`src/source/mmu_consts.svh`:
```
`ifndef MMU_CONSTS_SVH
`define MMU_CONSTS_SVH

// tlb geometry
`define TLB_INDEX_BITS 5
`define TLB_ENTRIES 32

// address widths
`define VADDR_BITS 32
`define PADDR_BITS 32
`define VPPN_BITS 19
`define PPN_BITS 20
`define ASID_BITS 10

// every entry maps a 4 KB even/odd pair
`define PAGE_OFFSET_BITS 12

// pipeline instruction types routed to the MMU
`define INST_TYPE_MMU 11
`define INST_TYPE_PRIV_MMU 10

`endif

```
`src/source/mmuPkg.sv`:
```
`default_nettype none
`include "mmu_consts.svh"

package mmuPkg;

    typedef enum logic [4:0] {TLBSRCH = 5'd1, TLBRD = 5'd2, TLBWR = 5'd3,
                              TLBFILL = 5'd4, INVTLB = 5'd5} tlbOp_e;

    typedef enum logic [1:0] {FETCH = 2'd0, LOAD = 2'd1, STORE = 2'd2} memOp_e;

    typedef enum logic [5:0] {NONE = 6'h00, PIL = 6'h01, PIS = 6'h02, PIF = 6'h03,
                              PME = 6'h04, PPI = 6'h07, TLBR = 6'h3F} excCode_e;

    // op 1 behaves like op 0
    typedef enum logic [4:0] {INV_ALL = 5'd0, INV_ALL_ALT = 5'd1, INV_GLOBAL = 5'd2,
                              INV_PRIVATE = 5'd3} invOp_e;

    typedef struct packed {
        logic [1:0] datm;
        logic [1:0] datf;
        logic pg;
        logic da;
        logic ie;
        logic [1:0] plv;
    } crmd_t;

    typedef struct packed {
        logic [`PPN_BITS-1:0] ppn;
        logic [1:0] plv;
        logic [1:0] mat;
        logic d;
        logic v;
    } pageLo_t;

    typedef struct packed {
        logic e;
        logic g;
        logic [`ASID_BITS-1:0] asid;
        logic [`VPPN_BITS-1:0] vppn;
        pageLo_t lo0; // even page
        pageLo_t lo1; // odd page
    } tlbEntry_t;

    typedef struct packed {
        logic en;
        logic [`TLB_INDEX_BITS-1:0] index;
        tlbEntry_t entry;
    } tlbWrite_t;

    typedef struct packed {
        logic en;
        invOp_e op;
    } tlbInvalidate_t;

    typedef struct packed {
        logic hit;
        logic [`TLB_INDEX_BITS-1:0] index;
    } tlbSearch_t;

    typedef struct packed {
        logic hit;
        pageLo_t page;
    } tlbLookup_t;

    typedef struct packed {
        logic valid;
        memOp_e op;
        logic [`VADDR_BITS-1:0] vaddr;
    } xlateReq_t;

    typedef struct packed {
        logic valid;
        logic [8:0] subcode;
        excCode_e code;
    } excpArg_t;

    typedef struct packed {
        logic paddrValid;
        logic [`PADDR_BITS-1:0] paddr;
        excpArg_t excp;
        logic [1:0] memType;
    } xlateResp_t;

endpackage

`default_nettype wire

```
`src/source/tlbMaintenance.sv`:
```
`timescale 1ns/10ps
`default_nettype none
`include "mmu_consts.svh"

module tlbMaintenance (
    input wire logic clk,
    input wire logic reset,
    input wire logic [3:0] instType,
    input wire mmuPkg::tlbOp_e tlbOp,
    input wire mmuPkg::invOp_e invOp,
    input wire logic [31:0] tlbIdxIn,
    input wire logic [31:0] tlbEhiIn,
    input wire logic [31:0] tlbElo0In,
    input wire logic [31:0] tlbElo1In,
    input wire logic [`ASID_BITS-1:0] asid,
    input wire logic stallW,
    input wire logic flushW,
    input wire mmuPkg::tlbSearch_t search,
    output logic [`VPPN_BITS-1:0] searchVppn,
    output mmuPkg::tlbWrite_t write,
    output mmuPkg::tlbInvalidate_t invalidate,
    output logic [31:0] tlbIdxOut
);
    import mmuPkg::*;

    logic mmuInst;
    logic commit;
    logic [31:0] tlbIdxNext;

    // ppn from bit 8 up with G at bit 6 and mat, plv, d and v below it
    function automatic pageLo_t eloToPage(input logic [31:0] elo);
        pageLo_t page;
        page.ppn = elo[`PPN_BITS+7:8];
        page.plv = elo[3:2];
        page.mat = elo[5:4];
        page.d = elo[1];
        page.v = elo[0];
        return page;
    endfunction

    assign mmuInst = (instType == 4'(`INST_TYPE_MMU)) || (instType == 4'(`INST_TYPE_PRIV_MMU));
    assign commit = mmuInst && !stallW && !flushW;
    assign searchVppn = tlbEhiIn[`VADDR_BITS-1:`VADDR_BITS-`VPPN_BITS];

    always_comb
    begin
        write.en = commit && (tlbOp == TLBWR || tlbOp == TLBFILL);
        write.index = tlbIdxIn[`TLB_INDEX_BITS-1:0];
        write.entry.e = ~tlbIdxIn[31]; // NE bit
        write.entry.g = tlbElo0In[6] & tlbElo1In[6];
        write.entry.asid = asid;
        write.entry.vppn = searchVppn;
        write.entry.lo0 = eloToPage(tlbElo0In);
        write.entry.lo1 = eloToPage(tlbElo1In);
        invalidate.en = commit && tlbOp == INVTLB;
        invalidate.op = invOp;
    end

    always_comb
    begin
        tlbIdxNext = tlbIdxIn;
        if (mmuInst && tlbOp == TLBSRCH)
        begin
            tlbIdxNext[31] = ~search.hit;
            if (search.hit)
                tlbIdxNext[`TLB_INDEX_BITS-1:0] = search.index;
        end
    end

    always_ff @(posedge clk)
    begin
        if (reset || (flushW && !stallW))
            tlbIdxOut <= '0;
        else if (!stallW)
            tlbIdxOut <= tlbIdxNext;
    end

    // the array can only take one command per cycle
    assert property (@(posedge clk) disable iff (reset) !(write.en && invalidate.en));

endmodule

`default_nettype wire

```
`src/source/tlbEntryArray.sv`:
```
`timescale 1ns/10ps
`default_nettype none
`include "mmu_consts.svh"

module tlbEntryArray (
    input wire logic clk,
    input wire logic reset,
    input wire mmuPkg::tlbWrite_t write,
    input wire mmuPkg::tlbInvalidate_t invalidate,
    input wire logic [`ASID_BITS-1:0] asid,
    input wire logic [`VPPN_BITS-1:0] searchVppn,
    input wire logic [`VADDR_BITS-1:0] lookupVaddr,
    output mmuPkg::tlbSearch_t search,
    output mmuPkg::tlbLookup_t lookup
);
    import mmuPkg::*;

    tlbEntry_t entries [`TLB_ENTRIES];
    logic [`TLB_ENTRIES-1:0] searchHits;
    logic [`TLB_ENTRIES-1:0] lookupHits;
    logic [`TLB_INDEX_BITS-1:0] lookupIndex;
    tlbEntry_t hitEntry;

    function automatic logic invSelects(input invOp_e op, input logic g);
        case (op)
            INV_ALL, INV_ALL_ALT: return 1'b1;
            INV_GLOBAL: return g;
            INV_PRIVATE: return !g;
            default: return 1'b0;
        endcase
    endfunction

    // asid only matters for non-global entries
    function automatic logic entryMatch(input tlbEntry_t entry,
                                        input logic [`VPPN_BITS-1:0] vppn,
                                        input logic [`ASID_BITS-1:0] curAsid);
        return entry.e && (entry.vppn == vppn) && (entry.g || entry.asid == curAsid);
    endfunction

    // lowest index wins
    function automatic logic [`TLB_INDEX_BITS-1:0] lowestSet(
        input logic [`TLB_ENTRIES-1:0] hits);
        logic [`TLB_INDEX_BITS-1:0] idx;
        idx = '0;
        for (int i = `TLB_ENTRIES - 1; i >= 0; i--)
        begin
            if (hits[i])
                idx = `TLB_INDEX_BITS'(i);
        end
        return idx;
    endfunction

    always_ff @(posedge clk)
    begin
        if (reset)
        begin
            for (int i = 0; i < `TLB_ENTRIES; i++)
                entries[i].e <= 1'b0;
        end
        else
        begin
            for (int i = 0; i < `TLB_ENTRIES; i++)
            begin
                if (write.en && write.index == `TLB_INDEX_BITS'(i))
                    entries[i] <= write.entry;
                else if (invalidate.en && invSelects(invalidate.op, entries[i].g))
                    entries[i].e <= 1'b0;
            end
        end
    end

    always_comb
    begin
        for (int i = 0; i < `TLB_ENTRIES; i++)
        begin
            searchHits[i] = entryMatch(entries[i], searchVppn, asid);
            lookupHits[i] = entryMatch(entries[i],
                lookupVaddr[`VADDR_BITS-1:`PAGE_OFFSET_BITS+1], asid);
        end
    end

    assign lookupIndex = lowestSet(lookupHits);
    assign hitEntry = entries[lookupIndex];

    always_comb
    begin
        search.hit = |searchHits;
        search.index = lowestSet(searchHits);
        lookup.hit = |lookupHits;
        // bit 12 picks the odd page
        lookup.page = lookupVaddr[`PAGE_OFFSET_BITS] ? hitEntry.lo1 : hitEntry.lo0;
    end

    assert property (@(posedge clk) disable iff (reset)
        write.en |-> (int'(write.index) < `TLB_ENTRIES));

endmodule

`default_nettype wire

```
`src/source/addressTranslator.sv`:
```
`timescale 1ns/10ps
`default_nettype none
`include "mmu_consts.svh"

module addressTranslator (
    input wire logic clk,
    input wire logic reset,
    input wire logic stall0,
    input wire logic flush0,
    input wire mmuPkg::crmd_t crmd,
    input wire mmuPkg::xlateReq_t req,
    input wire mmuPkg::tlbLookup_t lookup,
    output logic [`VADDR_BITS-1:0] lookupVaddr,
    output mmuPkg::xlateResp_t resp
);
    import mmuPkg::*;

    logic direct;
    excCode_e code;
    xlateResp_t respNext;

    assign lookupVaddr = req.vaddr;
    assign direct = crmd.da && !crmd.pg;

    // checks in priority order
    always_comb
    begin
        code = NONE;
        if (!direct)
        begin
            if (!lookup.hit)
                code = TLBR;
            else if (!lookup.page.v)
            begin
                case (req.op)
                    FETCH: code = PIF;
                    LOAD: code = PIL;
                    default: code = PIS;
                endcase
            end
            else if (crmd.plv > lookup.page.plv)
                code = PPI;
            else if (req.op == STORE && !lookup.page.d)
                code = PME; // first store to a clean page
        end
    end

    always_comb
    begin
        respNext.paddr = {lookup.page.ppn, req.vaddr[`PAGE_OFFSET_BITS-1:0]};
        respNext.memType = lookup.page.mat;
        if (direct)
        begin
            respNext.paddr = req.vaddr;
            respNext.memType = (req.op == FETCH) ? crmd.datf : crmd.datm;
        end
        respNext.paddrValid = req.valid && (code == NONE);
        respNext.excp.valid = req.valid && (code != NONE);
        respNext.excp.subcode = '0;
        respNext.excp.code = code;
    end

    always_ff @(posedge clk)
    begin
        if (reset || flush0) // flush beats stall
            resp <= '0;
        else if (!stall0)
            resp <= respNext;
    end

    assert property (@(posedge clk) disable iff (reset)
        !(resp.paddrValid && resp.excp.valid));

endmodule

`default_nettype wire

```
`src/source/memoryMappingUnit.sv`:
```
`timescale 1ns/10ps
`default_nettype none
`include "mmu_consts.svh"

module memoryMappingUnit (
    input wire logic clk,
    input wire logic reset,
    input wire logic [3:0] instType,
    input wire mmuPkg::tlbOp_e tlbOp,
    input wire mmuPkg::invOp_e invOp,
    input wire logic [31:0] tlbIdxIn,
    input wire logic [31:0] tlbEhiIn,
    input wire logic [31:0] tlbElo0In,
    input wire logic [31:0] tlbElo1In,
    input wire logic [`ASID_BITS-1:0] asid,
    input wire mmuPkg::crmd_t crmd,
    input wire logic stallW,
    input wire logic flushW,
    input wire logic stall0,
    input wire logic flush0,
    input wire mmuPkg::xlateReq_t req,
    output logic [31:0] tlbIdxOut,
    output mmuPkg::xlateResp_t resp
);
    import mmuPkg::*;

    tlbWrite_t write;
    tlbInvalidate_t invalidate;
    tlbSearch_t search;
    tlbLookup_t lookup;
    logic [`VPPN_BITS-1:0] searchVppn;
    logic [`VADDR_BITS-1:0] lookupVaddr;

    tlbMaintenance u_tlbMaintenance (.clk, .reset, .instType, .tlbOp, .invOp, .tlbIdxIn,
        .tlbEhiIn, .tlbElo0In, .tlbElo1In, .asid, .stallW, .flushW, .search, .searchVppn,
        .write, .invalidate, .tlbIdxOut);

    tlbEntryArray u_tlbEntryArray (.clk, .reset, .write, .invalidate, .asid, .searchVppn,
        .lookupVaddr, .search, .lookup);

    addressTranslator u_addressTranslator (.clk, .reset, .stall0, .flush0, .crmd, .req,
        .lookup, .lookupVaddr, .resp);

endmodule

`default_nettype wire

```
`config.mk`:
```
export PLATFORM = sky130hd
export DESIGN_NAME = memoryMappingUnit
export DESIGN_NICKNAME = d
export VERILOG_FILES = /design/src/source/mmuPkg.sv /design/src/source/tlbMaintenance.sv /design/src/source/tlbEntryArray.sv /design/src/source/addressTranslator.sv /design/src/source/memoryMappingUnit.sv
export VERILOG_INCLUDE_DIRS = /design/src /design/src/source
export SDC_FILE = /design/constraint.sdc
export NUM_CORES = 2
export LEC_CHECK = 0
export BUFFER_PORTS_ARGS = -buffer_cell sky130_fd_sc_hd__buf_2
export CAP_MARGIN = 0
export CORE_AREA = 2 2 596 598
export CTS_BUF_LIST = sky130_fd_sc_hd__clkbuf_8
export DETAILED_ROUTE_END_ITERATION = 10
export DIE_AREA = 0 0 598 600
export PLACE_DENSITY = 0.56
export SKIP_LAST_GASP = 1
export SYNTH_ARGS = -nofsm -noshare
export SYNTH_HDL_FRONTEND = slang
export SYNTH_HIERARCHICAL = 1
export SYNTH_SLANG_ARGS = --single-unit
export TNS_END_PERCENT = 20
```
`constraint.sdc`:
```
create_clock -name clk -period 7.1 [get_ports clk]
set_input_delay 1.065 -clock clk [delete_from_list [all_inputs] [get_ports clk]]
set_output_delay 1.065 -clock clk [all_outputs]
set_load 0.01 [all_outputs]
```
=== Yosys cells after proc, flatten, opt, wreduce, memory -nomap -nowiden ===
Memory sizes are Yosys's and may differ from the RTL's.
Cells that the tools add are included.

* Flip-flop bits (word level): 74
* Latch bits: 0
* Bits in writable memories: 2,656
* Bits in read-only memories: 0
* Output and inout port bits: 83
* Logic and storage cells: 958
* Memories: 1

* Add/subtract/negate cells: 0
* Multipliers: 0
* Divide/modulo/power cells: 0
* $lt $le $gt $ge: 1
* Equal/unequal tests: 138
* Shift operators: 0
* Multiplexer cells: 463
* Bitwise operators: 67
* Reductions and logical operators: 282

{| class="wikitable"
|+ Memories
! name !! depth !! bits a word !! rd ports !! clocked after memory_dff !! write ports !! RTL line !! text
|-
| u_tlbEntryArray.entries || 32 || 83 || 33 || 0 || 32 || tlbEntryArray.sv:18 || <nowiki>tlbEntry_t entries [`TLB_ENTRIES];</nowiki>
|}

{| class="wikitable"
|+ Operators with widths
! cell !! number
|-
| $eq 19x19->1 || 64
|-
| $mux 1 || 355
|-
| $mux 5 || 66
|-
| $eq 10x10->1 || 32
|-
| $logic_and 1x1->1 || 202
|-
| $pmux 1 s3 || 32
|-
| $eq 5x5->1 const B || 16
|-
| $or 1x1->1 || 64
|-
| $reduce_or 32->1 || 2
|-
| $eq 5x4->1 const B || 8
|-
| $logic_not 1->1 || 36
|-
| $logic_or 1x1->1 || 36
|-
| $mux 32 || 1
|-
| $eq 5x3->1 const B || 6
|-
| $mux 26 || 1
|-
| $eq 5x2->1 const B || 5
|-
| $mux 6 || 4
|-
| $eq 5x1->1 const B || 3
|-
| $logic_not 5->1 || 2
|-
| $eq 4x4->1 const B || 2
|-
| $logic_not 6->1 || 1
|-
| $reduce_bool 6->1 || 1
|-
| $mux 2 || 2
|-
| $pmux 2 s2 || 1
|-
| other kinds (8) || 9
|}

=== Logic depth before layout (Yosys ltp) ===
An unclocked memory read counts as a cell.

* Depth after elaboration: 47
* Mapped depth: 28
* Depth with buffers taken out: 19

=== Hierarchy ===
The synthesis kept the hierarchy.

{| class="wikitable"
|+ Modules (own cells, without submodules)
! module !! instances !! cells an instance !! area each (um2)
|-
| tlbEntryArray || 1 || 8,714 || 118,687.6
|-
| addressTranslator || 1 || 229 || 2,169.6
|-
| tlbMaintenance || 1 || 243 || 2,130.8
|}

=== Worst setup path after synthesis ===
OpenSTA, ideal clock, no wires.

* Path type: input-to-reg
* Start point: input tlbOp[3]
* End point: memory u_tlbEntryArray/entries[1][82] in the netlist's numbering, enable pin
* Arrival: 6.221 ns
* Data required time: 6.794 ns
* Path slack: 0.573 ns
* Stages on the path: 8
* Cells stage by stage: nor4b_1 -> nand4_1 -> a21oi_1 -> or3b_2 -> clkbuf_1 -> clkbuf_1 -> nor2_1 -> a211o_1

{| class="wikitable"
|+ RTL lines
! what !! RTL line !! text
|-
| start: declaration || memoryMappingUnit.sv:9 || <nowiki>input wire mmuPkg::tlbOp_e tlbOp,</nowiki>
|-
| end: declaration || tlbEntryArray.sv:18 ||
|}

==> flow_summary_export.csv <==
group,metric,value,unit
drt,drt_iter0_drc,10580,
placement,io_buffers,250,
critical_path,critPathKind,"reg2reg",
placement,hpwl,272500,µm
timing,finalHoldViolations,0,
drt,drt_wl_total,445800,µm
logic_synthesis,ys_warn_count,6,
cells_and_area,ff_latch_area,81200,µm²
drt,wl_per_cell,30.18,µm
clock_tree,htree_levels,5,
clock_tree,cts.sinks,2728,
pwr,power.leakage,0.04681,µW
die,placementRows,218,
global_routing,grt-ovfl-total,0,
timing,max_slew_margin,0.2042,
pwr,peakVddDrop,0.1584,mV
global_routing,antenna_found_initial,43,
timing,drv_slew,0,
critical_path,cp.buffers_inverters,6,
die,die_w,598,µm
critical_path,max_stage_delay,0.69,ns
global_routing,first_global_vias,81240,
critical_path,crit_fanout,7,
global_routing,grt_pass1_wl,619800,µm
critical_path,end_kind,"flop",
drt,ant_nets,0,
critical_path,required,8.02,ns
clock_tree,post_cts_buffers,0,
timing,fin_skew,0.07393,ns
flow_run,drv_cap,0,
clock_tree,cts_buffer_depth,4,
die,core,351900,µm²
clock_tree,tritoncts,"yes",
drt,num_vias,83740,
cells_and_area,postLayoutCoreUtil,0.4016,
logic_synthesis,synthCells,9174,
timing,fmax,150.1,MHz
cells_and_area,area_growth,14.98,%
critical_path,critPathSlowestCell,"or4_1",
clock_tree,numCtsBuffers,438,
timing,fin_crit_sh,0.9382,
clock_tree,insertion_delay,1.11,ns
clock_tree,clk_pin_slew,0.06,ns
die,dieArea,358800,µm²
cells_and_area,fin_nets,10010,
pwr,cellPowerDensity,225.1,nW/µm²
critical_path,cp_cell_sequence,"xor2_1 -> nor4_1 -> buf_4 -> a32oi_1 -> buf_4 -> or4_1 -> nand2_1 -> a31oi_2 -> o311ai_4 -> nand2_4 -> buf_4 -> buf_4 -> o21ai_0 -> nor4b_1 -> nand4b_1 -> nor3_1 -> buf_4 -> nand4_1 -> buf_4 -> ha_1 -> nand2_1 -> o211ai_1 -> a41oi_1 -> o21ai_0",
die,initial_core_util,0.3493,
timing,setup_slack,0.4388,ns
global_routing,grtUsageTotal,0.2412,
critical_path,cp.arrival,7.58,ns
logic_synthesis,syn_area_per_cell,13.40,µm²
status,status,"complete, no violations",
critical_path,startpoint_type,"flop",
logic_synthesis,syn_area,122900,µm²
drt,drt-vias-per-instance,5.669,
clock_tree,cts_hold_buf,0,
clock_tree,clockRootBuffer,"clkbuf_8",
drt,post-route-drc-count,0,
drt,drt_pre_antenna_iters,6,
clock_tree,cts-resized-gates,0,
timing,fin_hold_ws,0.2616,ns
cells_and_area,multi_input_area,37840,µm²
hold_path,min_path_type,"in2reg",
cells_and_area,drive_above_1_share,0.1656,
critical_path,cp_common_cell,"buf_4",
die,die_y,600,µm
timing,worstMarginPinSlew,1.194,ns
timing,setup_viol,0,
cells_and_area,fillCellCount,32870,
timing,min_period,6.661,ns
placement,place_ws,-0.4713,ns
critical_path,critPathTopFamily,"simple AND/OR/NAND/NOR gates",
timing,grt_setup_unrepaired,"no",
placement,place_congestion,0.9337,
die,ios,285,
pwr,power,31800,µW
global_routing,grt_max_degree,97,
-- worst register-to-register path, cell delays in order, from the launching register on --
cell and delay, ns:
edfxtp_1 0.38, xor2_1 0.16, nor4_1 0.34, buf_4 0.19, a32oi_1 0.10, buf_4 0.21, or4_1 0.70, nand2_1 0.20
a31oi_2 0.16, o311ai_4 0.68, nand2_4 0.27, buf_4 0.23, buf_4 0.15, o21ai_0 0.53, nor4b_1 0.14, nand4b_1 0.23
nor3_1 0.17, buf_4 0.17, nand4_1 0.29, buf_4 0.30, ha_1 0.28, nand2_1 0.09, o211ai_1 0.12, a41oi_1 0.34
o21ai_0 0.12
-- power breakdown --
part | internal, µW | switching, µW
clock | 6140 | 6410
sequential | 17700 | 16.0
combinational | 514 | 1050
total | 24300 | 7470
-- flip-flops by register name, indices dropped and copies added, names as in the netlist --
name                        cells
u_addressTranslator/resp       40
u_tlbEntryArray/entries      2656
u_tlbMaintenance/tlbIdxOut     32
-- per-stage QoR --
| stage | TNS [ns] | std cells | area [µm²] |
|---|---|---|---|
| after floorplan | 0 | 9182 | 122900 |
| after global placement | -1.914 | 13980 | 133500 |
| after CTS | 0 | 14750 | 141300 |
| after detailed placement | -1.899 | 13980 | 133500 |
| final | 0 | 14770 | 141300 |
| after global routing | 0 | 14760 | 141300 |
-- layout make-up --
cell class,instances,share of cell area
Antenna cell,21,0.0003719
Clock inverter,319,0.01102
Inverter,14,0.0003719
Timing Repair Buffer,968,0.06106
Sequential cell,2728,0.5746
Clock buffer,450,0.04383
Multi-Input combinational cell,5652,0.2678
Tap cell,4620,0.04091
-- cells in the final DEF, fill, tap and decap left out, types with 153 or more instances in the layout --
master,instances
a21oi_1,266
buf_12,153
buf_2,221
buf_4,594
clkbuf_8,450
edfxtp_1,2656
nand2_1,372
nand3_1,285
nand4_1,309
nor2_1,588
nor3_1,605
nor4_1,221
o21ai_0,238
xnor2_1,1046
xor2_1,522
-- metal layers --
metal,up-vias,routed length [µm],GRT usage
met5,-,97,0
met4,14,23170,0.1139
met3,947,41670,0.04738
met2,4634,204000,0.3836
met1,42660,176900,0.3168
li1,35490,-,-
-- path summary, 6_finish.rpt --
kind,startpoint,endpoint,slack [ns],cells after the start
min reg2reg,u_addressTranslator/resp[1]$_SDFFE_PP0N_,u_addressTranslator/resp[1]$_SDFFE_PP0N_,0.47,2
max reg2reg,u_tlbEntryArray/entries[27][71]$_DFFE_PP_,u_addressTranslator/resp[50]$_SDFFE_PP0N_,0.44,24
min,req[9],u_addressTranslator/resp[27]$_SDFFE_PP0N_,0.26,3
max,u_tlbEntryArray/entries[27][71]$_DFFE_PP_,u_addressTranslator/resp[50]$_SDFFE_PP0N_,0.44,24
(Power assumes the default switching activity.)
